<file path="config.mk">
export PLATFORM = sky130hd
export DESIGN_NAME = lnorm_emit
export DESIGN_NICKNAME = d
export VERILOG_FILES = /design/src/design/lnorm_pkg.sv /design/src/design/lnorm_emit.sv
export VERILOG_INCLUDE_DIRS = /design/src /design/src/design
export SDC_FILE = /design/constraint.sdc
export NUM_CORES = 1
export LEC_CHECK = 0
export ABC_AREA = 1
export BUFFER_PORTS_ARGS = -buffer_cell sky130_fd_sc_hd__buf_2
export CORE_MARGIN = 2
export CORE_UTILIZATION = 54
export CTS_CLUSTER_DIAMETER = 50
export DETAILED_ROUTE_END_ITERATION = 12
export PLACE_DENSITY = 0.95
export SKIP_LAST_GASP = 1
export SYNTH_ARGS = -nofsm -noshare
export SYNTH_HDL_FRONTEND = slang
export SYNTH_SLANG_ARGS = --single-unit
</file>
<file path="constraint.sdc">
create_clock -name clk -period 3.3 [get_ports clk]
set_input_delay 0.33 -clock clk [delete_from_list [all_inputs] [get_ports clk]]
set_output_delay 0.33 -clock clk [all_outputs]
set_load 0.1 [all_outputs]
</file>
<file path="src/design/lnorm_config.svh">
`ifndef LNORM_CONFIG_SVH
`define LNORM_CONFIG_SVH

// lanes carried by one input or output beat
`define LNORM_LANES 8

// bits per signed sample
`define LNORM_LANE_W 8

// frame buffer depth in beats, enough for 768 samples
`define LNORM_MAX_BEATS 96

// registered levels in a sum tree, log2 of the lane count
`define LNORM_TREE_STAGES 3

`endif

</file>
<file path="src/design/lnorm_pkg.sv">
`include "lnorm_config.svh"

package lnorm_pkg;

    // one signed sample and one beat of samples
    typedef logic signed [`LNORM_LANE_W-1:0] lane_t;
    typedef lane_t [`LNORM_LANES-1:0] bus_t;

    // squared samples, never above 128*128 so the sign bit stays clear
    typedef logic signed [2*`LNORM_LANE_W-1:0] sq_t;
    typedef sq_t [`LNORM_LANES-1:0] sq_bus_t;

    // frame accumulators
    typedef logic signed [23:0] sum_t;
    typedef logic [31:0] sq_sum_t;

    typedef logic [15:0] var_t;
    typedef logic [9:0] count_t;
    typedef logic [6:0] beat_t;
    typedef logic [4:0] shift_t;

    // frame setup, latched from the count and shift strobes
    typedef struct packed {
        count_t count;
        beat_t  beats;
        shift_t shift;
    } frame_cfg_t;

    typedef struct packed {
        lane_t mean;
        var_t  variance;
    } lnorm_stats_t;

    typedef enum logic [1:0] {
        st_setup,
        st_gather,
        st_reduce,
        st_stream
    } frame_state_t;

endpackage

</file>
<file path="src/design/lnorm_emit.sv">
`timescale 1ns/100ps

module lnorm_emit (
    input  logic                    clk,
    input  logic                    rstn,
    input  lnorm_pkg::frame_cfg_t   cfg,
    input  lnorm_pkg::lnorm_stats_t stats,
    input  logic                    stats_vld,
    input  lnorm_pkg::bus_t         dout,
    output logic                    rd,
    output logic                    stream_done,
    output lnorm_pkg::bus_t         out_data,
    output logic                    out_vld,
    output logic                    out_last
);

    lnorm_pkg::beat_t rd_left;
    lnorm_pkg::lane_t mean_q;
    logic             rd_last;
    logic             dout_vld;
    logic             dout_last;

    // reads run back to back from the cycle after stats_vld
    assign rd      = (rd_left != '0);
    assign rd_last = (rd_left == lnorm_pkg::beat_t'(1));

    always_ff @(posedge clk or negedge rstn) begin
        if (!rstn) begin
            rd_left   <= '0;
            dout_vld  <= 1'b0;
            dout_last <= 1'b0;
            out_vld   <= 1'b0;
            out_last  <= 1'b0;
        end else begin
            if (stats_vld) begin
                rd_left <= cfg.beats;
            end else if (rd) begin
                rd_left <= rd_left - 1'b1;
            end
            dout_vld  <= rd;
            dout_last <= rd_last;
            out_vld   <= dout_vld;
            out_last  <= dout_last;
        end
    end

    always_ff @(posedge clk) begin
        if (stats_vld) begin
            mean_q <= stats.mean;
        end
        // centering wraps each lane to 8 bits
        for (int i = 0; i < $bits(lnorm_pkg::bus_t) / $bits(lnorm_pkg::lane_t); i++) begin
            out_data[i] <= dout[i] - mean_q;
        end
    end

    // frame ends with the final beat on the output
    assign stream_done = out_last;

endmodule

</file>
==> Yosys cells after proc, flatten, opt, wreduce, memory -nomap -nowiden <==
Cells that the tools add are included.
{ "classes": {"n_addsub": 9, "eq_ne": 1, "n_mux": 2, "reduce_logical": 2} }
{ "ops": {"columns": ["cell", "n"], "rows": [
  ["$sub 8x8->8", 8],
  ["$mux 7", 2],
  ["$eq 7x1->1 const B", 1],
  ["$reduce_bool 7->1", 1],
  ["$sub 7x1->7 const B", 1],
  ["$reduce_bool 2->1", 1]
]} }
{ "word_totals": {"register_bits": 83, "in_bits": 113, "output_inout_bits": 68, "wordCells": 28} }

==> Logic depth before layout (Yosys ltp) <==
{ "logic_depth": {"ltp_word": 3, "mapped_depth": 9, "depth_no_buf": 9} }

==> Worst setup path before layout <==
OpenSTA, ideal clock, no wires.
{ "synth_path": {"path_kind": "register -> output", "from": "reg rd_left[0]", "to": "out rd", "arrival_ns": 1.403, "required_ns": 2.970, "slack_ns": 1.567, "path_stages_with_launch": 6, "n_path_buf": 0, "cell_sequence": "dfrtp_1 inv_1 ha_1 nand2_2 nor2_8 inv_1"} }
{ "synth_via": {"elab_chain_len": 1} }
{ "synth_rtl": {"columns": ["item", "line_no", "text"], "rows": [
  ["start, declared", "lnorm_emit.sv:17", "lnorm_pkg::beat_t rd_left;"],
  ["start signal, assigned", "lnorm_emit.sv:36", "rd_left <= cfg.beats;"],
  ["start signal, assigned", "lnorm_emit.sv:38", "rd_left <= rd_left - 1'b1;"],
  ["$reduce_bool 7->1", "lnorm_emit.sv:24", "assign rd = (rd_left != '0);"],
  ["end, declared", "lnorm_emit.sv:10", "output logic rd,"]
]} }
Every way passes these cells.

==> Worst setup path after layout <==
Same ends and word-level chain as after synthesis.

==> impl_metrics.json <==
{
  "synth_adder_area_share_pct": 18.5,
  "clock-sinks": 83,
  "path_class": "flip-flop to primary output",
  "portBuffers": 149,
  "vias_per_cell": 5.07,
  "synth_edf_count": 8,
  "gp_congestion": 0.898,
  "cap_viol_max_count": 0,
  "hpwlAfterDp_mm": 9.17,
  "finalNetCount": 957,
  "final_cell_area_sq_um": 5950,
  "synth_nets": 799,
  "crit_top_cell": "inv_1",
  "synth_top_family_by_area": "simple AND/OR/NAND/NOR gates",
  "core_sq_um": 8720,
  "dieWidth_um": 98.7,
  "synth_cell_types": 23,
  "synth.most_common_cell": "nand2_1",
  "syn_avg_cell_area_sq_um": 7.83,
  "drv_slew": 0,
  "fmax_mhz": 484,
  "p_total_mw": 4.34,
  "final_cells": 890,
  "peakVddDrop_v": 0.000352,
  "numPlacedInstances": 873,
  "async_reset_ff_share_pct": 13.3,
  "finalSetupViolations": 0,
  "yosys.area.top_type_share_pct": 26.4,
  "critPathRequiredTime_ns": 2.97,
  "drtPass1Iterations": 5,
  "dpl_cell_area_sq_um": 5710,
  "yosys.area_share.simple_pct": 25.5,
  "route.detailed.drc": 0,
  "synthTopCellsByCount": "nand2_1 (190), inv_1 (119), dfxtp_1 (64)",
  "p_leak_nw": 3.51,
  "root_buffer": "clkbuf_8",
  "grt_max_degree": 20,
  "ioPinCount": 181,
  "hp-class": "input pin to flip-flop",
  "max_stage_delay_ns": 0.42,
  "post-route-min-period_ns": 2.07,
  "gr-usage-all-layers_pct": 24.9,
  "dieArea_sq_um": 9750,
  "worst_pin_slew_ns": 0.866,
  "arrival_ns": 1.74,
  "drtIter0Drc": 115,
  "power.density_nw_per_um2": 730,
  "wire_per_inst_um": 13.3,
  "ys_ff_latch": 83,
  "antenna_found_initial": 0,
  "synth_area_leaders": "dfxtp_1 (26%), ha_1 (15%), nand2_1 (15%), inv_1 (9.2%), dfrtp_1 (5.7%)",
  "yosys_warnings": 0,
  "cts_made_buffers": 9,
  "synth_ff_type": "dfxtp_1",
  "syn_to_final_growth_pct": 22.9,
  "clockBufferDepth": 2,
  "clock_skew_ns": 0.0114,
  "holdPathStages": 1,
  "syn-cell-area_sq_um": 4840,
  "rsz0062_at_grt": "false",
  "syn_inst": 619,
  "yosysTopAreaCell": "dfxtp_1",
  "clk_pin_slew_worst_paths_ns": 0.08,
  "worst-path-max-fanout": 6,
  "outcome": "completed",
  "start_kind": "flip-flop",
  "fin_crit_sh_pct": 62.6,
  "critPathCaptureType": "primary output",
  "muxShareOfSynthArea_pct": 0,
  "grt_pass1_wl_mm": 19.2,
  "slew_headroom_pct": 42.2,
  "setup_tns_ns": 0,
  "drive_gt1_share_pct": 22.3,
  "grt_pass1_vias": 4358,
  "num_vias": 4513,
  "clkLatencyLatePin_ns": 0.34,
  "seq_area_frac_synth_pct": 37.1,
  "r2r_cells": 8,
  "htree_levels": 3,
  "diodes": 0,
  "start_util_pct": 55.6,
  "row_count": 34,
  "grt_overflow": 0,
  "cts_resized": 0,
  "ant_nets": 0,
  "path_cells": "inv_1 -> ha_1 -> nand2_2 -> nor2_8 -> inv_1 -> buf_2",
  "dieHeight_um": 98.7,
  "slowest_stage": "buf_2",
  "synth_compound_area_share_pct": 3.15,
  "drt-total-wl_mm": 11.8,
  "postCtsSetupRepairBufs": 0,
  "cts_tree": "done",
  "synth_xor_area_share_pct": 6.15,
  "hold_viol_final": 0
}
==> layout by cell type, fill, tap and decap left out, drive strengths merged, types with 2 or more instances in the layout <==
master,count
clkbuf,11
dfrtp,11
fa,8
o21ai,5
nand3,52
ha,59
nand4,18
or2,2
dfxtp,64
inv,120
edfxtp,8
xnor2,10
a21oi,24
buf,149
xor2,24
bufinv,2
nor2,18
nand2,193
==> path summary, 6_finish.rpt <==
check                                       start  slack, ns                     end
hold reg to reg                dout_vld$_DFF_PN0_       0.36       out_vld$_DFF_PN0_
setup / recovery           rd_left[0]$_DFFE_PN0P_       1.23                      rd
max in group asynchronous                    rstn       2.73  rd_left[5]$_DFFE_PN0P_
hold / removal                          stats[20]       0.17     mean_q[4]$_DFFE_PP_
setup reg to reg              mean_q[1]$_DFFE_PP_       1.29     out_data[7]$_DFF_P_
min in group asynchronous                    rstn       0.38      dout_vld$_DFF_PN0_
==> layer usage <==
metal	track usage (%)	up-vias	routed length (um)
li1	-	2257	-
met1	27.9	2002	4510
met2	46.3	209	6090
met3	3.40	45	733
met4	12.3	0	478
met5	0	-	0
==> kinds of logic after synthesis <==
kind of cell	Yosys count
adder cells (fa/ha/maj)	67
flip-flops	83
AND/OR/NAND/NOR	284
buffers and inverters	122
AO/OA/AOI/OAI	29
XOR/XNOR	34
==> final cells by class <==
type | instances | area [sq um]
repair buffers | 150 | 756
clock buffers | 11 | 153
flip-flops and latches | 83 | 1800
well taps | 108 | 135
inverters | 119 | 447
fillers | 648 | 2770
clock inverters | 5 | 82.6
multi-input cells | 414 | 2580
==> flip-flops by register name, summed over array words and instances, names as in the netlist <==
| name | count |
|---|---|
| out_data | 64 |
| mean_q | 8 |
| rd_left | 7 |
| dout_last | 1 |
| dout_vld | 1 |
| out_last | 1 |
| out_vld | 1 |
==> metrics by stage <==
| step | hold slack, ns | setup WS, ns | util (%) |
|---|---|---|---|
| after floorplan | 0.0344 | 1.57 | - |
| after global placement | 0.206 | 1.42 | 65.4 |
| after detailed placement | 0.203 | 1.35 | 65.4 |
| after CTS | 0.152 | 1.21 | 68.2 |
| after global routing | 0.158 | 1.13 | 68.2 |
| final | 0.167 | 1.23 | 68.2 |
==> repair_timing <==
item                                    CTS  global route
endpoints found under the setup margin    0             0
hold endpoints to repair                 11             0
hold buffers                              1             0
==> critical path: cells and delay by family, from the launching register on <==
family	cells	cell delay, ns
adders and majority gates	1	0.24
buffers and inverters	3	0.61
DFF	1	0.37
and+or+nand+nor	2	0.17
==> where the power goes <==
| group | switching (mW) | internal, mW | leakage, nW | total, mW |
|---|---|---|---|---|
| Combinational | 1.82 | 0.404 | 2.64 | 2.22 |
| Clock | 0.356 | 0.474 | 0.115 | 0.830 |
| Sequential | 0.0704 | 1.22 | 0.747 | 1.29 |
| Total | 2.24 | 2.10 | 3.51 | 4.34 |
Power figures use the tool's default switching activity.
