$ cat src/design/lnorm_config.svh
`ifndef LNORM_CONFIG_SVH
`define LNORM_CONFIG_SVH

// lanes carried by one input or output beat
`define LNORM_LANES 8

// bits per signed sample
`define LNORM_LANE_W 8

// frame buffer depth in beats, enough for 768 samples
`define LNORM_MAX_BEATS 96

// registered levels in a sum tree, log2 of the lane count
`define LNORM_TREE_STAGES 3

`endif

$ cat src/design/lnorm_pkg.sv
`include "lnorm_config.svh"

package lnorm_pkg;

    // one signed sample and one beat of samples
    typedef logic signed [`LNORM_LANE_W-1:0] lane_t;
    typedef lane_t [`LNORM_LANES-1:0] bus_t;

    // squared samples, never above 128*128 so the sign bit stays clear
    typedef logic signed [2*`LNORM_LANE_W-1:0] sq_t;
    typedef sq_t [`LNORM_LANES-1:0] sq_bus_t;

    // frame accumulators
    typedef logic signed [23:0] sum_t;
    typedef logic [31:0] sq_sum_t;

    typedef logic [15:0] var_t;
    typedef logic [9:0] count_t;
    typedef logic [6:0] beat_t;
    typedef logic [4:0] shift_t;

    // frame setup, latched from the count and shift strobes
    typedef struct packed {
        count_t count;
        beat_t  beats;
        shift_t shift;
    } frame_cfg_t;

    typedef struct packed {
        lane_t mean;
        var_t  variance;
    } lnorm_stats_t;

    typedef enum logic [1:0] {
        st_setup,
        st_gather,
        st_reduce,
        st_stream
    } frame_state_t;

endpackage

$ cat src/design/lnorm_ingest.sv
`timescale 1ns/100ps

`include "lnorm_config.svh"

module lnorm_ingest (
    input  logic                    clk,
    input  logic                    rstn,
    input  lnorm_pkg::count_t       in_num,
    input  logic                    in_num_vld,
    input  lnorm_pkg::shift_t       in_shift,
    input  logic                    in_shift_vld,
    input  lnorm_pkg::bus_t         in_data,
    input  logic                    in_data_vld,
    input  logic                    stats_vld,
    input  logic                    stream_done,
    output lnorm_pkg::frame_cfg_t   cfg,
    output lnorm_pkg::bus_t         beat,
    output logic                    beat_vld,
    output lnorm_pkg::frame_state_t state
);

    lnorm_pkg::frame_state_t next_state;
    lnorm_pkg::beat_t        beat_cnt;
    logic                    accept;
    logic                    last_in;

    // beats are taken only while gathering a frame
    assign accept  = in_data_vld && (state == lnorm_pkg::st_gather);
    assign last_in = accept && (beat_cnt == cfg.beats - 1'b1);

    always_comb begin
        next_state = state;
        case (state)
            lnorm_pkg::st_setup: begin
                if (in_num_vld) begin
                    next_state = lnorm_pkg::st_gather;
                end
            end
            lnorm_pkg::st_gather: begin
                if (last_in) begin
                    next_state = lnorm_pkg::st_reduce;
                end
            end
            lnorm_pkg::st_reduce: begin
                if (stats_vld) begin
                    next_state = lnorm_pkg::st_stream;
                end
            end
            lnorm_pkg::st_stream: begin
                if (stream_done) begin
                    next_state = lnorm_pkg::st_setup;
                end
            end
            default: next_state = lnorm_pkg::st_setup;
        endcase
    end

    always_ff @(posedge clk or negedge rstn) begin
        if (!rstn) begin
            state    <= lnorm_pkg::st_setup;
            beat_cnt <= '0;
            beat_vld <= 1'b0;
        end else begin
            state    <= next_state;
            beat_vld <= accept;
            if (state == lnorm_pkg::st_setup) begin
                beat_cnt <= '0;
            end else if (accept) begin
                beat_cnt <= beat_cnt + 1'b1;
            end
        end
    end

    // count and beats only change between frames, shift at any time
    always_ff @(posedge clk or negedge rstn) begin
        if (!rstn) begin
            cfg <= '0;
        end else begin
            if (in_num_vld && (state == lnorm_pkg::st_setup)) begin
                cfg.count <= in_num;
                cfg.beats <= lnorm_pkg::beat_t'(in_num / `LNORM_LANES);
            end
            if (in_shift_vld) begin
                cfg.shift <= in_shift;
            end
        end
    end

    // input register, qualified by beat_vld
    always_ff @(posedge clk) begin
        beat <= in_data;
    end

endmodule

$ cat config.mk
export PLATFORM = sky130hd
export DESIGN_NAME = lnorm_ingest
export DESIGN_NICKNAME = d
export VERILOG_FILES = /design/src/design/lnorm_pkg.sv /design/src/design/lnorm_ingest.sv
export VERILOG_INCLUDE_DIRS = /design/src /design/src/design
export SDC_FILE = /design/constraint.sdc
export NUM_CORES = 1
export LEC_CHECK = 0
export BUFFER_PORTS_ARGS = -buffer_cell sky130_fd_sc_hd__buf_2
export CAP_MARGIN = 20
export CORE_MARGIN = 2
export CORE_UTILIZATION = 46
export CTS_BUF_LIST = sky130_fd_sc_hd__clkbuf_8
export CTS_CLUSTER_DIAMETER = 40
export DETAILED_ROUTE_END_ITERATION = 16
export GPL_TIMING_DRIVEN = 0
export PLACE_DENSITY = 0.86
export SKIP_CTS_REPAIR_TIMING = 1
export SKIP_LAST_GASP = 1
export SYNTH_ARGS = -nofsm -noshare
export SYNTH_HDL_FRONTEND = slang
export SYNTH_SLANG_ARGS = --single-unit
export TNS_END_PERCENT = 5
$ cat constraint.sdc
create_clock -name clk -period 5.25 [get_ports clk]
set_input_delay 0.2625 -clock clk [delete_from_list [all_inputs] [get_ports clk]]
set_output_delay 0.2625 -clock clk [all_outputs]
set_load 0.02 [all_outputs]
== After elaboration in Yosys (flattened, before gate mapping) ==
Cells that the tools add are included.

* $add $sub $neg: 2
* Eq/ne operators: 8
* Muxes and demuxes: 7
* Reductions and logical operators: 6

{| class="wikitable"
|+ Operators with widths
! kind !! count
|-
| $mux 7 || 2
|-
| $mux 2 || 4
|-
| $ne 2x2->1 const B || 4
|-
| $pmux 2 s4 || 1
|-
| $add 7x1->7 const B || 1
|-
| $eq 7x7->1 || 1
|-
| $sub 7x1->7 const B || 1
|-
| $eq 2x2->1 const B || 2
|-
| $reduce_and 4->1 || 1
|-
| $logic_and 1x1->1 || 3
|-
| $eq 2x1->1 const B || 1
|-
| $logic_not 2->1 || 1
|-
| $reduce_bool 2->1 || 1
|}

* Flip-flop bits (word level): 96
* Input bits: 86
* Output and inout bits: 89
* Word-level logic and storage cells: 37

== Longest topological paths before layout ==
* Depth in word-level cells: 5
* Gate-level depth with buffers: 9
* Depth with buffers taken out: 8

== Worst setup path after synthesis ==
OpenSTA, ideal clock, no wires.

* Path kind: flip-flop to flip-flop
* Start point: register, netlist name cfg[15]
* End point: register state[1]
* Setup time: 0.125 ns
* Data arrival time: 1.854 ns
* Required time: 5.125 ns
* Path slack: 3.271 ns
* Cell stages (with the launch flop): 9
* Buffers on the path: 0
* Period minus slack after synthesis: 1.979 ns
* Path through: dfrtp_1 > inv_1 > ha_1 > xor2_1 > nand3_1 > nor3_2 > o21ai_2 > o22ai_2 > mux2_4

{| class="wikitable"
|+ RTL lines
! what !! line !! source
|-
| end signal, assigned || lnorm_ingest.sv:60 || <nowiki>state <= lnorm_pkg::st_setup;</nowiki>
|-
| end signal, assigned || lnorm_ingest.sv:64 || <nowiki>state <= next_state;</nowiki>
|-
| end, declared || lnorm_ingest.sv:19 || <nowiki>output lnorm_pkg::frame_state_t state</nowiki>
|}

==> summary.md <==
| Metric | Value |
|---|---|
| DRT iter0 DRCs | `116` |
| Most common cell after layout, fill and taps aside | `buf_2` |
| Worst Setup Start Kind | `register` |
| M3 GR Usage | `12.6%` |
| First-pass GRT wire length | `9.70 mm` |
| #FFs+latches synth | `89` |
| Number of global-route vias before repair | `2074` |
| Hpwl dp | `5.22 mm` |
| Crit path kind | `reg2reg` |
| H-tree Lvls | `3` |
| Global Route met1 Usage | `19.0%` |
| Drt drc | `0` |
| NumNets Final | `517` |
| Largest net degree at the start of global routing | `26` |
| Root buffer cell | `clkbuf_8` |
| Min-delay src | `in_data[27]` |
| Hold Fails Final Rpt | `0` |
| Number of port buffers | `174` |
| Syn Inst Count | `186` |
| Cell count after placement | `432` |
| Worst setup EP type | `register` |
| Post-synth top flop | `dfxtp_1` |
| Reg2Reg Depth | `7` |
| Crit path DAT | `2250 ps` |
| Ports | `175` |
| # Max-Cap Violations | `0` |
| HP Class | `in2reg` |
| Initial Util | `48.1%` |
| GRT overflow | `0` |
| Seq/Total Area, Yosys | `71.6%` |
| Clock share of power | `24.2%` |
| Seq pwr share | `43.3%` |
| Max Fclk | `497 MHz` |
| Worst-path clk slew | `90 ps` |
| Synth cell types | `30` |
| Min Hold Slack | `5.59 ps` |
| Ys Warns | `0` |
| Top Usage Layer GRT | `met2` |
| Worst vdd ir | `288 uV` |
| Mapped Avg Cell Area | `14.3 sq um` |
| Net Sw Frac | `34.7%` |
| Routability Congestion | `0.751` |
| Die X | `80.1 um` |
| Worst r2r src | `cfg[15]` |
| NetSw | `0.000693 W` |
| Worst-path maximum fanout | `9` |
| Final setup violating endpoints | `0` |
| RSZ-0062 raised after global routing | `no` |
| Per-cell routed wire length | `18.3 um` |
| CTS tree | `yes` |
| Antenna Nets Post-Route | `0` |
| Int Power | `0.00130 W` |
| Gate power share | `32.5%` |
| Drt pass-1 iters | `4` |
| Drt via density | `4.71` |
| Slew at the pin closest to its max-slew limit | `541 ps` |
| CTS Sinks | `89` |
| Clk buf depth | `2` |
| Core ar. | `5540 sq um` |
| Power per Cell Area | `456 nW/um^2` |
| Tot GR Track Use | `20.8%` |
| Fin. max-slew vios | `0` |
| Setup_tns | `0 ps` |
| Initial antenna violation count | `1` |
| Mapped Area | `2660 sq um` |
| Required time worst endpoint | `5490 ps` |
| Hold Path End | `beat[27]` |
| Post-route insts no fill | `504` |
| Die area | `6420 sq um` |
| Clk_skew | `2.29 ps` |
| Routed WL | `9.20 mm` |
| Clock latency on the worst-skew pair | `350 ps` |
| Ys async rst share | `28.1%` |
| Start point of the critical path | `cfg[15]` |
| Die height | `80.1 um` |
| Reg-to-reg endpoint | `state[1]` |
| Setup slack, reg-to-reg | `3240 ps` |
| Leak pwr | `2.22 nW` |
| # rows | `27` |
| Layout cell share with drive strength beyond 1 | `51.4%` |
| Area added between synthesis and finish | `64.1%` |
| Crit path time final | `2010 ps` |
| Slew HR | `63.9%` |
| Post-synth EDFFs | `0` |
| GR Util met2 | `36.4%` |
| Highest-count cells in the layout ignoring fill and taps | `buf_2 (175), dfxtp_1 (64), dlygate4sd3_1 (54)` |
| WHS Path Cells | `1` |
| Status | `finished clean` |
| Post-Synthesis Net Count | `278` |
| Num CTS Buffers | `9` |
| Tcrit/Tclk final | `38.3%` |
| Via count | `2375` |
[critical path, cell delays in order (launching register included)]
cell	delay (ps)
dfrtp_1	520
inv_1	80
ha_1	270
o21ai_0	160
nor4bb_1	300
nor3_2	100
o22ai_2	160
mux2_4	310
[power groups by stage]
| stage | clock network, W | logic [W] | registers [W] |
|---|---|---|---|
| 4_1_cts | 0.000476 | 0.000615 | 0.000860 |
| 3_3_place_gp | 0 | 0.000596 | 0.000868 |
| 5_1_grt | 0.000519 | 0.000704 | 0.000878 |
| 3_5_place_dp | 0 | 0.000613 | 0.000875 |
| 6_report | 0.000483 | 0.000649 | 0.000863 |
| 2_1_floorplan | 0 | 0.000338 | 0.000952 |
[through the flow]
step,setup slack (ps),power (W),utilization [%],cell area [sq um]
3_3_place_gp,3270,0.00146,65.4,3620
6_report,3240,0.00200,78.9,4370
4_1_cts,3230,0.00195,69.1,3830
2_1_floorplan,3270,0.00129,-,2660
5_1_grt,3080,0.00210,78.9,4370
3_5_place_dp,3250,0.00149,65.4,3620
[how the worst max path moves through the flow]
stage                     endpoint  depth (start not counted)  slack [ps]
final                     state[1]                          7        3240
after CTS                 state[1]                          7        3230
after global placement    state[1]                          8        3270
after global routing      state[1]                          7        3080
after floorplan           state[1]                          8        3270
after detailed placement  state[1]                          7        3250
[synthesized netlist by cell type, drive strengths merged, types with 2 or more instances]
master | count | area (sq um)
dfxtp | 64 | 1280
ha | 6 | 75.1
nor3 | 4 | 35.0
nand4b | 2 | 17.5
buf | 8 | 57.6
xor2 | 6 | 52.6
nand2 | 7 | 26.3
mux2 | 16 | 184
and3 | 4 | 25.0
xnor2 | 7 | 68.8
nand2b | 2 | 12.5
mux2i | 2 | 20.0
nand3 | 4 | 20.0
o21ai | 4 | 23.8
a21oi | 2 | 10.0
dfrtp | 25 | 626
inv | 8 | 30.0
nor2 | 8 | 30.0
[layout make-up]
type | count | area, sq um
inverters | 8 | 30.0
well taps | 72 | 90.1
clock inverters | 7 | 77.6
clock buffers | 9 | 124
diodes | 2 | 5.00
fillers | 312 | 1170
multi-input cells | 81 | 669
repair buffers | 228 | 1410
flip-flops and latches | 89 | 1910
plain buffers | 8 | 57.6
[cells by family after synthesis]
kind of cell,Yosys count,synth area share [%]
compound gates,9,2.72
xor+xnor,13,4.56
fa+ha+maj,6,2.82
buf+inv,16,3.29
flops,89,71.6
mux,18,7.66
simple gates,35,7.37
[sequential cells by signal, summed over array words and instances, names as in the netlist]
register,flops
beat,64
beat_cnt,7
beat_vld,1
cfg,15
state,2
[metal layers]
| layer | routed length (um) | up-vias |
|---|---|---|
| met3 | 990 | 18 |
| met1 | 3200 | 1144 |
| met4 | 203 | 0 |
| met2 | 4800 | 122 |
| met5 | 0 | - |
| li1 | - | 1091 |
Note: power is estimated with default switching activity, not from simulation.
