[config.mk]
export PLATFORM = sky130hd
export DESIGN_NAME = lnorm_stats
export DESIGN_NICKNAME = d
export VERILOG_FILES = /design/src/design/lnorm_pkg.sv /design/src/design/lnorm_sum_tree.sv /design/src/design/lnorm_stats.sv
export VERILOG_INCLUDE_DIRS = /design/src /design/src/design
export SDC_FILE = /design/constraint.sdc
export NUM_CORES = 2
export LEC_CHECK = 0
export BUFFER_PORTS_ARGS = -buffer_cell sky130_fd_sc_hd__buf_2
export CAP_MARGIN = 20
export CORE_MARGIN = 1
export CORE_UTILIZATION = 55
export CTS_BUF_LIST = sky130_fd_sc_hd__clkbuf_4 sky130_fd_sc_hd__clkbuf_8 sky130_fd_sc_hd__clkbuf_16
export CTS_CLUSTER_SIZE = 25
export DETAILED_ROUTE_END_ITERATION = 8
export PLACE_DENSITY = 0.74
export SETUP_SLACK_MARGIN = 0.02
export SYNTH_ARGS = -nofsm -noshare
export SYNTH_HDL_FRONTEND = slang
export SYNTH_SLANG_ARGS = --single-unit
export TNS_END_PERCENT = 10
[constraint.sdc]
create_clock -name clk -period 89.1 [get_ports clk]
set_clock_uncertainty 0.1 [all_clocks]
set_input_delay 17.82 -clock clk [delete_from_list [all_inputs] [get_ports clk]]
set_output_delay 17.82 -clock clk [all_outputs]
set_load 0.05 [all_outputs]
[src/design/lnorm_config.svh]
`ifndef LNORM_CONFIG_SVH
`define LNORM_CONFIG_SVH

// lanes carried by one input or output beat
`define LNORM_LANES 8

// bits per signed sample
`define LNORM_LANE_W 8

// frame buffer depth in beats, enough for 768 samples
`define LNORM_MAX_BEATS 96

// registered levels in a sum tree, log2 of the lane count
`define LNORM_TREE_STAGES 3

`endif

[src/design/lnorm_pkg.sv]
`include "lnorm_config.svh"

package lnorm_pkg;

    // one signed sample and one beat of samples
    typedef logic signed [`LNORM_LANE_W-1:0] lane_t;
    typedef lane_t [`LNORM_LANES-1:0] bus_t;

    // squared samples, never above 128*128 so the sign bit stays clear
    typedef logic signed [2*`LNORM_LANE_W-1:0] sq_t;
    typedef sq_t [`LNORM_LANES-1:0] sq_bus_t;

    // frame accumulators
    typedef logic signed [23:0] sum_t;
    typedef logic [31:0] sq_sum_t;

    typedef logic [15:0] var_t;
    typedef logic [9:0] count_t;
    typedef logic [6:0] beat_t;
    typedef logic [4:0] shift_t;

    // frame setup, latched from the count and shift strobes
    typedef struct packed {
        count_t count;
        beat_t  beats;
        shift_t shift;
    } frame_cfg_t;

    typedef struct packed {
        lane_t mean;
        var_t  variance;
    } lnorm_stats_t;

    typedef enum logic [1:0] {
        st_setup,
        st_gather,
        st_reduce,
        st_stream
    } frame_state_t;

endpackage

[src/design/lnorm_sum_tree.sv]
`timescale 1ns/100ps

`include "lnorm_config.svh"

module lnorm_sum_tree #(
    parameter int IN_W  = 8,
    parameter int OUT_W = 24
) (
    input  logic                         clk,
    input  logic                         rstn,
    input  logic [`LNORM_LANES*IN_W-1:0] lanes,
    input  logic                         lanes_vld,
    output logic [OUT_W-1:0]             total,
    output logic                         total_vld
);

    localparam int LANES  = `LNORM_LANES;
    localparam int STAGES = `LNORM_TREE_STAGES;
    localparam int NODES  = LANES - 1;

    logic signed [OUT_W-1:0] leaf [LANES];
    // heap order, node n adds children 2n+1 and 2n+2
    logic signed [OUT_W-1:0] node [NODES];
    logic [STAGES-1:0]       vld_sr;

    for (genvar l = 0; l < LANES; l++) begin : g_leaf
        assign leaf[l] = $signed(lanes[l*IN_W +: IN_W]);
    end

    for (genvar n = 0; n < NODES; n++) begin : g_node
        localparam int A = 2*n + 1;
        localparam int B = 2*n + 2;
        logic signed [OUT_W-1:0] a_in;
        logic signed [OUT_W-1:0] b_in;

        // children past the last inner node are the lane inputs
        if (A >= NODES) begin : g_a_leaf
            assign a_in = leaf[A-NODES];
        end else begin : g_a_node
            assign a_in = node[A];
        end
        if (B >= NODES) begin : g_b_leaf
            assign b_in = leaf[B-NODES];
        end else begin : g_b_node
            assign b_in = node[B];
        end

        always_ff @(posedge clk) begin
            node[n] <= a_in + b_in;
        end
    end

    // one valid bit per tree level
    always_ff @(posedge clk or negedge rstn) begin
        if (!rstn) begin
            vld_sr <= '0;
        end else begin
            vld_sr <= (vld_sr << 1) | STAGES'(lanes_vld);
        end
    end

    assign total     = node[0];
    assign total_vld = vld_sr[STAGES-1];

endmodule

[src/design/lnorm_stats.sv]
`timescale 1ns/100ps

module lnorm_stats (
    input  logic                    clk,
    input  logic                    rstn,
    input  lnorm_pkg::frame_cfg_t   cfg,
    input  lnorm_pkg::frame_state_t state,
    input  lnorm_pkg::bus_t         beat,
    input  logic                    beat_vld,
    output lnorm_pkg::lnorm_stats_t stats,
    output logic                    stats_vld
);

    lnorm_pkg::sq_bus_t sq_bus;
    logic               sq_vld;
    lnorm_pkg::sum_t    tree_sum;
    logic               tree_sum_vld;
    lnorm_pkg::sq_sum_t tree_sq;
    logic               tree_sq_vld;
    lnorm_pkg::sum_t    sum_acc;
    lnorm_pkg::sq_sum_t sq_acc;
    lnorm_pkg::beat_t   red_cnt;
    logic               fin;
    lnorm_pkg::sum_t    mean_full;
    lnorm_pkg::sq_sum_t msq_full;
    lnorm_pkg::lane_t   s1_mean;
    lnorm_pkg::var_t    s1_msq;
    logic               s1_vld;
    logic signed [15:0] mean_sq;

    // squares trail the plain samples by one cycle
    always_ff @(posedge clk) begin
        for (int i = 0; i < $bits(lnorm_pkg::bus_t) / $bits(lnorm_pkg::lane_t); i++) begin
            sq_bus[i] <= $signed(beat[i]) * $signed(beat[i]);
        end
    end

    always_ff @(posedge clk or negedge rstn) begin
        if (!rstn) begin
            sq_vld <= 1'b0;
        end else begin
            sq_vld <= beat_vld;
        end
    end

    lnorm_sum_tree #(
        .IN_W  ($bits(lnorm_pkg::lane_t)),
        .OUT_W ($bits(lnorm_pkg::sum_t))
    ) u_sum_tree (
        .clk       (clk),
        .rstn      (rstn),
        .lanes     (beat),
        .lanes_vld (beat_vld),
        .total     (tree_sum),
        .total_vld (tree_sum_vld)
    );

    lnorm_sum_tree #(
        .IN_W  ($bits(lnorm_pkg::sq_t)),
        .OUT_W ($bits(lnorm_pkg::sq_sum_t))
    ) u_sq_tree (
        .clk       (clk),
        .rstn      (rstn),
        .lanes     (sq_bus),
        .lanes_vld (sq_vld),
        .total     (tree_sq),
        .total_vld (tree_sq_vld)
    );

    // frame accumulators, the square side finishes last
    always_ff @(posedge clk or negedge rstn) begin
        if (!rstn) begin
            sum_acc <= '0;
            sq_acc  <= '0;
            red_cnt <= '0;
            fin     <= 1'b0;
        end else if (state == lnorm_pkg::st_setup) begin
            sum_acc <= '0;
            sq_acc  <= '0;
            red_cnt <= '0;
            fin     <= 1'b0;
        end else begin
            if (tree_sum_vld) begin
                sum_acc <= sum_acc + tree_sum;
            end
            if (tree_sq_vld) begin
                sq_acc  <= sq_acc + tree_sq;
                red_cnt <= red_cnt + 1'b1;
            end
            fin <= tree_sq_vld && (red_cnt == cfg.beats - 1'b1);
        end
    end

    // signed division truncates toward zero
    assign mean_full = sum_acc / $signed({1'b0, cfg.count});
    assign msq_full  = (sq_acc / cfg.count) >> cfg.shift;
    assign mean_sq   = s1_mean * s1_mean;

    always_ff @(posedge clk or negedge rstn) begin
        if (!rstn) begin
            s1_vld    <= 1'b0;
            stats_vld <= 1'b0;
        end else begin
            s1_vld    <= fin;
            stats_vld <= s1_vld;
        end
    end

    // results hold until the next frame finishes
    always_ff @(posedge clk) begin
        if (fin) begin
            s1_mean <= lnorm_pkg::lane_t'(mean_full);
            s1_msq  <= lnorm_pkg::var_t'(msq_full);
        end
        if (s1_vld) begin
            stats.mean     <= s1_mean;
            stats.variance <= s1_msq - mean_sq;
        end
    end

endmodule

Word-level counts from Yosys, hierarchy flattened
Memory sizes are Yosys's and may differ from the RTL's.
Cells that the tools add are included.
W data, S select, Z words.

operators by class
  add/sub/neg operators = 19
  multiply operators = 9
  divide/modulo/power cells = 2
  equal/unequal tests = 1
  shifts and indexed selects = 1
  muxes and demuxes = 7
  bitwise logic cells = 2
  reduce and logical (&&, ||, !) cells = 4

operators by type and width
  operator               number
  $mul A8 B8 Y16         9
  $add A32 B32 Y32       4
  $add A24 B24 Y24       4
  $add A16 B16 Y17       4
  $mux W32               2
  $mux W24               2
  $add A8 B8 Y9          4
  $div A32 B10 Y32       1
  $shr A32 B5 Y16        1
  $div A24 B11 Y24       1
  $sub A16 B16 Y16       1
  $mux W7                2
  $add A7 B1 Y7 const B  1
  $eq A7 B7 Y1           1
  $sub A7 B1 Y7 const B  1
  $or A3 B1 Y3           2
  $reduce_bool A2 Y1     2
  $logic_not A2 Y1       1
  $logic_and A1 B1 Y1    1
  $mux W1                1

storage, ports and cells
  register bits = 249
  memory bits (writable) = 392
  bits of input ports = 91
  output and inout port bits = 25
  logic and storage cells = 68
  memories kept = 2

memories
  name             words  width  rd ports  clocked after memory_dff  write ports  RTL line              text
  u_sq_tree.node   7      32     7         0                         7            lnorm_sum_tree.sv:23  logic signed [OUT_W-1:0] node [NODES];
  u_sum_tree.node  7      24     7         0                         7            lnorm_sum_tree.sv:23

Longest topological paths before layout
  word-level depth = 4
  gate-level depth with buffers = 459

By module
From an unflattened synthesis, not the netlist that was laid out.

second synthesis, totals
  cells, all modules = 8,650
  area, all modules = 72,808.6 um2

by module, submodules not included
  module                        instances  cells each  area each (um2)
  lnorm_stats                   1          7,103       57,787.9
  lnorm_sum_tree at u_sq_tree   1          1,037       9,718.1
  lnorm_sum_tree at u_sum_tree  1          510         5,302.6

Worst setup path after synthesis
No wires, ideal clock.

  path type = input-to-reg
  start = input port cfg[12] (netlist name)
  end = register s1_msq[0], data pin
  arrival = 103,302 ps
  data required time = 88,716 ps
  path slack = -14,585 ps
  stages = 433
  cells stage by stage = inv_1 -> ha_1 -> a41oi_1 -> a21oi_1 -> ha_1 -> o21a_1 -> o211a_1 -> and2_1 -> a221o_2 -> ha_1 -> a21oi_1 -> and2_0 -> o22ai_1 -> o21ai_2 -> ha_1 -> a21o_1 -> o21ai_1 -> a21o_1 -> (+397 left out) -> a21oi_1 -> nor2b_1 -> o21ai_0 -> nand2b_1 -> a21oi_1 -> nor2b_1 -> o21ai_0 -> nand2b_1 -> a21oi_1 -> nor2b_1 -> o21ai_0 -> nand4_1 -> a221oi_1 -> nand3_1 -> a2111oi_0 -> nand3_1 -> a2111oi_0 -> a41oi_1

on the way
  longest elaborated chain between the ends = 2

RTL lines
  element                RTL line            text
  start, declared        lnorm_stats.sv:6    input lnorm_pkg::frame_cfg_t cfg,
  $div A32 B10 Y32       lnorm_stats.sv:96   assign msq_full = (sq_acc / cfg.count) >> cfg.shift;
  $shr A32 B5 Y16        lnorm_stats.sv:96
  named net msq_full[0]  lnorm_stats.sv:25   lnorm_pkg::sq_sum_t msq_full;
  end signal, assigned   lnorm_stats.sv:113  s1_msq <= lnorm_pkg::var_t'(msq_full);
  end, declared          lnorm_stats.sv:27   lnorm_pkg::var_t s1_msq;

The timed path passes the listed nets, and every way through them passes these cells.
A chain may end at the register's enable or synchronous reset.

Final worst setup path
  start = input port cfg[21] (netlist name)
  end = register s1_msq[0], data pin

Same word-level chain as after synthesis.

==> results.ini <==
[logic_synthesis]
ys_seq_area_frac = 0.1578
muxShareOfSynthArea = 0.03690
yosys_register_bits = 510
async_flop_share = 0.1373
synth_common_cells = 996 x ha_1, 829 x inv_1, 587 x nor2_1, 586 x nand2_1, 502 x a21oi_1
avgSynthCellArea_um2 = 8.440
yosysWarnings = 0
synth_top_area_cell = ha_1
synth_cell_type_count = 128
synth_most_common_cell = ha_1
yosys.area.top_type_share = 0.1781
synthFlopType = dfxtp_1
synthTopCellsByArea = ha_1 18%, fa_1 13%, dfxtp_1 11%
netlist_instances = 8291
synth_simple_gate_area_frac = 0.1660
synth_compound_area_frac = 0.2061
netlist_area_mm2 = 0.06998
synthXorXnorAreaFrac = 0.07272
synth_top_family_by_area = adder cells
synthAdderAreaFrac = 0.3046
syn_nets = 9817
synth_enable_flop_cells = 48

[global_routing]
grt_max_degree = 65
antenna_found_initial = 6
grtUsageMet2 = 0.5226
grt_overflow_total = 0
top_usage_layer = met2
grt_pass1_wl_um = 308600
met1_usage = 0.3560
grt_usage = 0.2912
grt_pass1_vias = 63194
gr-usage-met3 = 0.02838

[critical_path]
crit_buf_inv = 16
cp_slowest_cell = or4_4
path_delay_family = compound AO/OA/AOI/OAI gates
r2r.worst_path.cells = 407
path_class = input pin to register
startpoint_type = input pin
path_max_fanout = 10
worstPathArrival_ns = 90.71
end_kind = register
r2r-start = sq_acc[31]$_DFFE_PN0P_
cpPeakStageDelay_ns = 0.57
critPathRequiredTime_ns = 89.35
worstReg2RegEnd = s1_msq[0]$_DFFE_PP_
cp_common_cell = o21a_1
rrSetupSlack_ns = 15.74

[place]
io_buffers = 115
dp_hpwl_um = 153900
place_congestion = 0.9720
dp.cells = 10586

[cts]
clk_latency_ns = 0.64
cts-root-buf = clkbuf_16
path_clk_slew_ns = 0.06
cts_tree = yes
htree_levels = 2
cts-root-to-sink-buffers = 3
numCtsBuffers = 52
numClockSinks = 510

[sta]
finalCritPeriodShare = 1.015
rsz0062_at_grt = true
timing.fmax_mhz = 11.05
final_hold_viol_count = 0
slew_headroom = 0.2851
drv_slew = 0
fin_ws_ns = -1.362
setup_violations = 1
min_period_ns = 90.46
worst_slew_pin_slew_ns = 1.069

[detailed_routing]
avgViaCountPerCell = 5.873
drtAntennaViolNets = 0
finalWirelength_um = 189300
dr_total_vias = 63067
dr.pass1.iters = 6
first_iter_violations = 3729
drc = 0
wl_per_cell_um = 17.63

[cells_and_area]
area_growth_pct = 15.17
drive_above_1_share = 0.1611
utilization = 0.6402
finalNonFillerCells = 10738
nNetsFinal = 10570
fillers = 10506

[min_path]
hp-start = u_sum_tree.vld_sr[0]$_DFF_PN0_
min_path_type = register to register
hold_depth = 0
hold_end = u_sq_tree.vld_sr[0]$_DFF_PN0_

[outcome]
outcome = finished, violations left
violations = negative setup slack

[floorplanning]
coreArea_mm2 = 0.1259
die_h_um = 358.7
io_pins = 116
dieArea_mm2 = 0.1287
die_width_um = 358.7
num_rows = 130
start_util = 0.5558

[flow_run]
cap_violations = 0

[routing by layer]
metal  up-vias  share of wire
met1     30260           0.42
li1      30804              -
met2      1572           0.49
met5         -        0.00025
met3       425          0.047
met4         6          0.042
[logic make-up after synthesis]
logic type / count (synthesis)
buffers and inverters: 1026
AND/OR/NAND/NOR: 2376
adder cells (fa/ha/maj): 1441
XOR/XNOR: 581
AO/OA/AOI/OAI: 2120
flip-flops: 510
multiplexers: 237
[worst max-delay path by stage]
stage / depth (start not counted) / end / startpoint
floorplan: 439 / s1_msq[0]$_DFFE_PP_ / cfg[12]
global placement: 403 / s1_msq[0]$_DFFE_PP_ / cfg[21]
detailed placement: 401 / s1_msq[0]$_DFFE_PP_ / cfg[21]
CTS: 409 / s1_msq[0]$_DFFE_PP_ / cfg[21]
global route: 419 / s1_msq[0]$_DFFE_PP_ / cfg[21]
finish: 409 / s1_msq[0]$_DFFE_PP_ / cfg[21]
[placed cells by master (no fill, tap or decap), types with 399 or more instances in the layout]
cell type,n
ha_1,985
inv_1,816
nand2_1,580
nor2_1,551
o21a_1,399
a21oi_1,461
buf_4,771
fa_1,439
nor3_1,412
xnor2_1,401
[per-stage QoR]
stage	TNS [ns]	setup WS [ns]	area, um^2	hold WS [ns]
final	-1.362	-1.362	80590	0.2589
after global routing	-9.813	-5.801	80590	0.2667
after CTS	-1.184	-1.184	80230	0.2600
after detailed placement	-2.678	-2.519	77990	0.2465
after floorplan	-9.196	-5.476	70990	0.2312
after global placement	-0.2415	-0.2415	77990	0.2371
[area by class of cell]
type                    instances  area, um^2  area share
multi-input cells            6755       56160      0.6968
flip-flops and latches        510       11040      0.1370
repair buffers                892        6457     0.08012
inverters                     833        3131     0.03884
well taps                    1650        2064     0.02562
clock buffers                  71        1529     0.01897
clock inverters                24       205.2    0.002546
diodes                          3       7.507  0.00009315
[registers in the layout, indices dropped and copies added, names as in the netlist]
signal / flops
sq_bus: 120
s1_vld: 1
red_cnt: 7
u_sq_tree.node: 164
stats: 24
s1_mean: 8
u_sum_tree.node: 108
u_sum_tree.vld_sr: 1
sum_acc: 24
fin: 1
sq_acc: 32
stats_vld: 1
s1_msq: 16
u_sq_tree.vld_sr: 3
[what timing repair did]
| item | CTS | global route |
|---|---|---|
| gates resized for setup | 47 | 58 |
| endpoints found under the setup margin | 1 | 11 |
| pin swaps | 41 | 50 |
| buffers inserted | 38 | 14 |
| hold buffers | 0 | 0 |
| cloned | 1 | 0 |
Power is left out: the tool's default activity adds up to more than one toggle a clock period on the data nets, which glitch-free logic cannot reach.
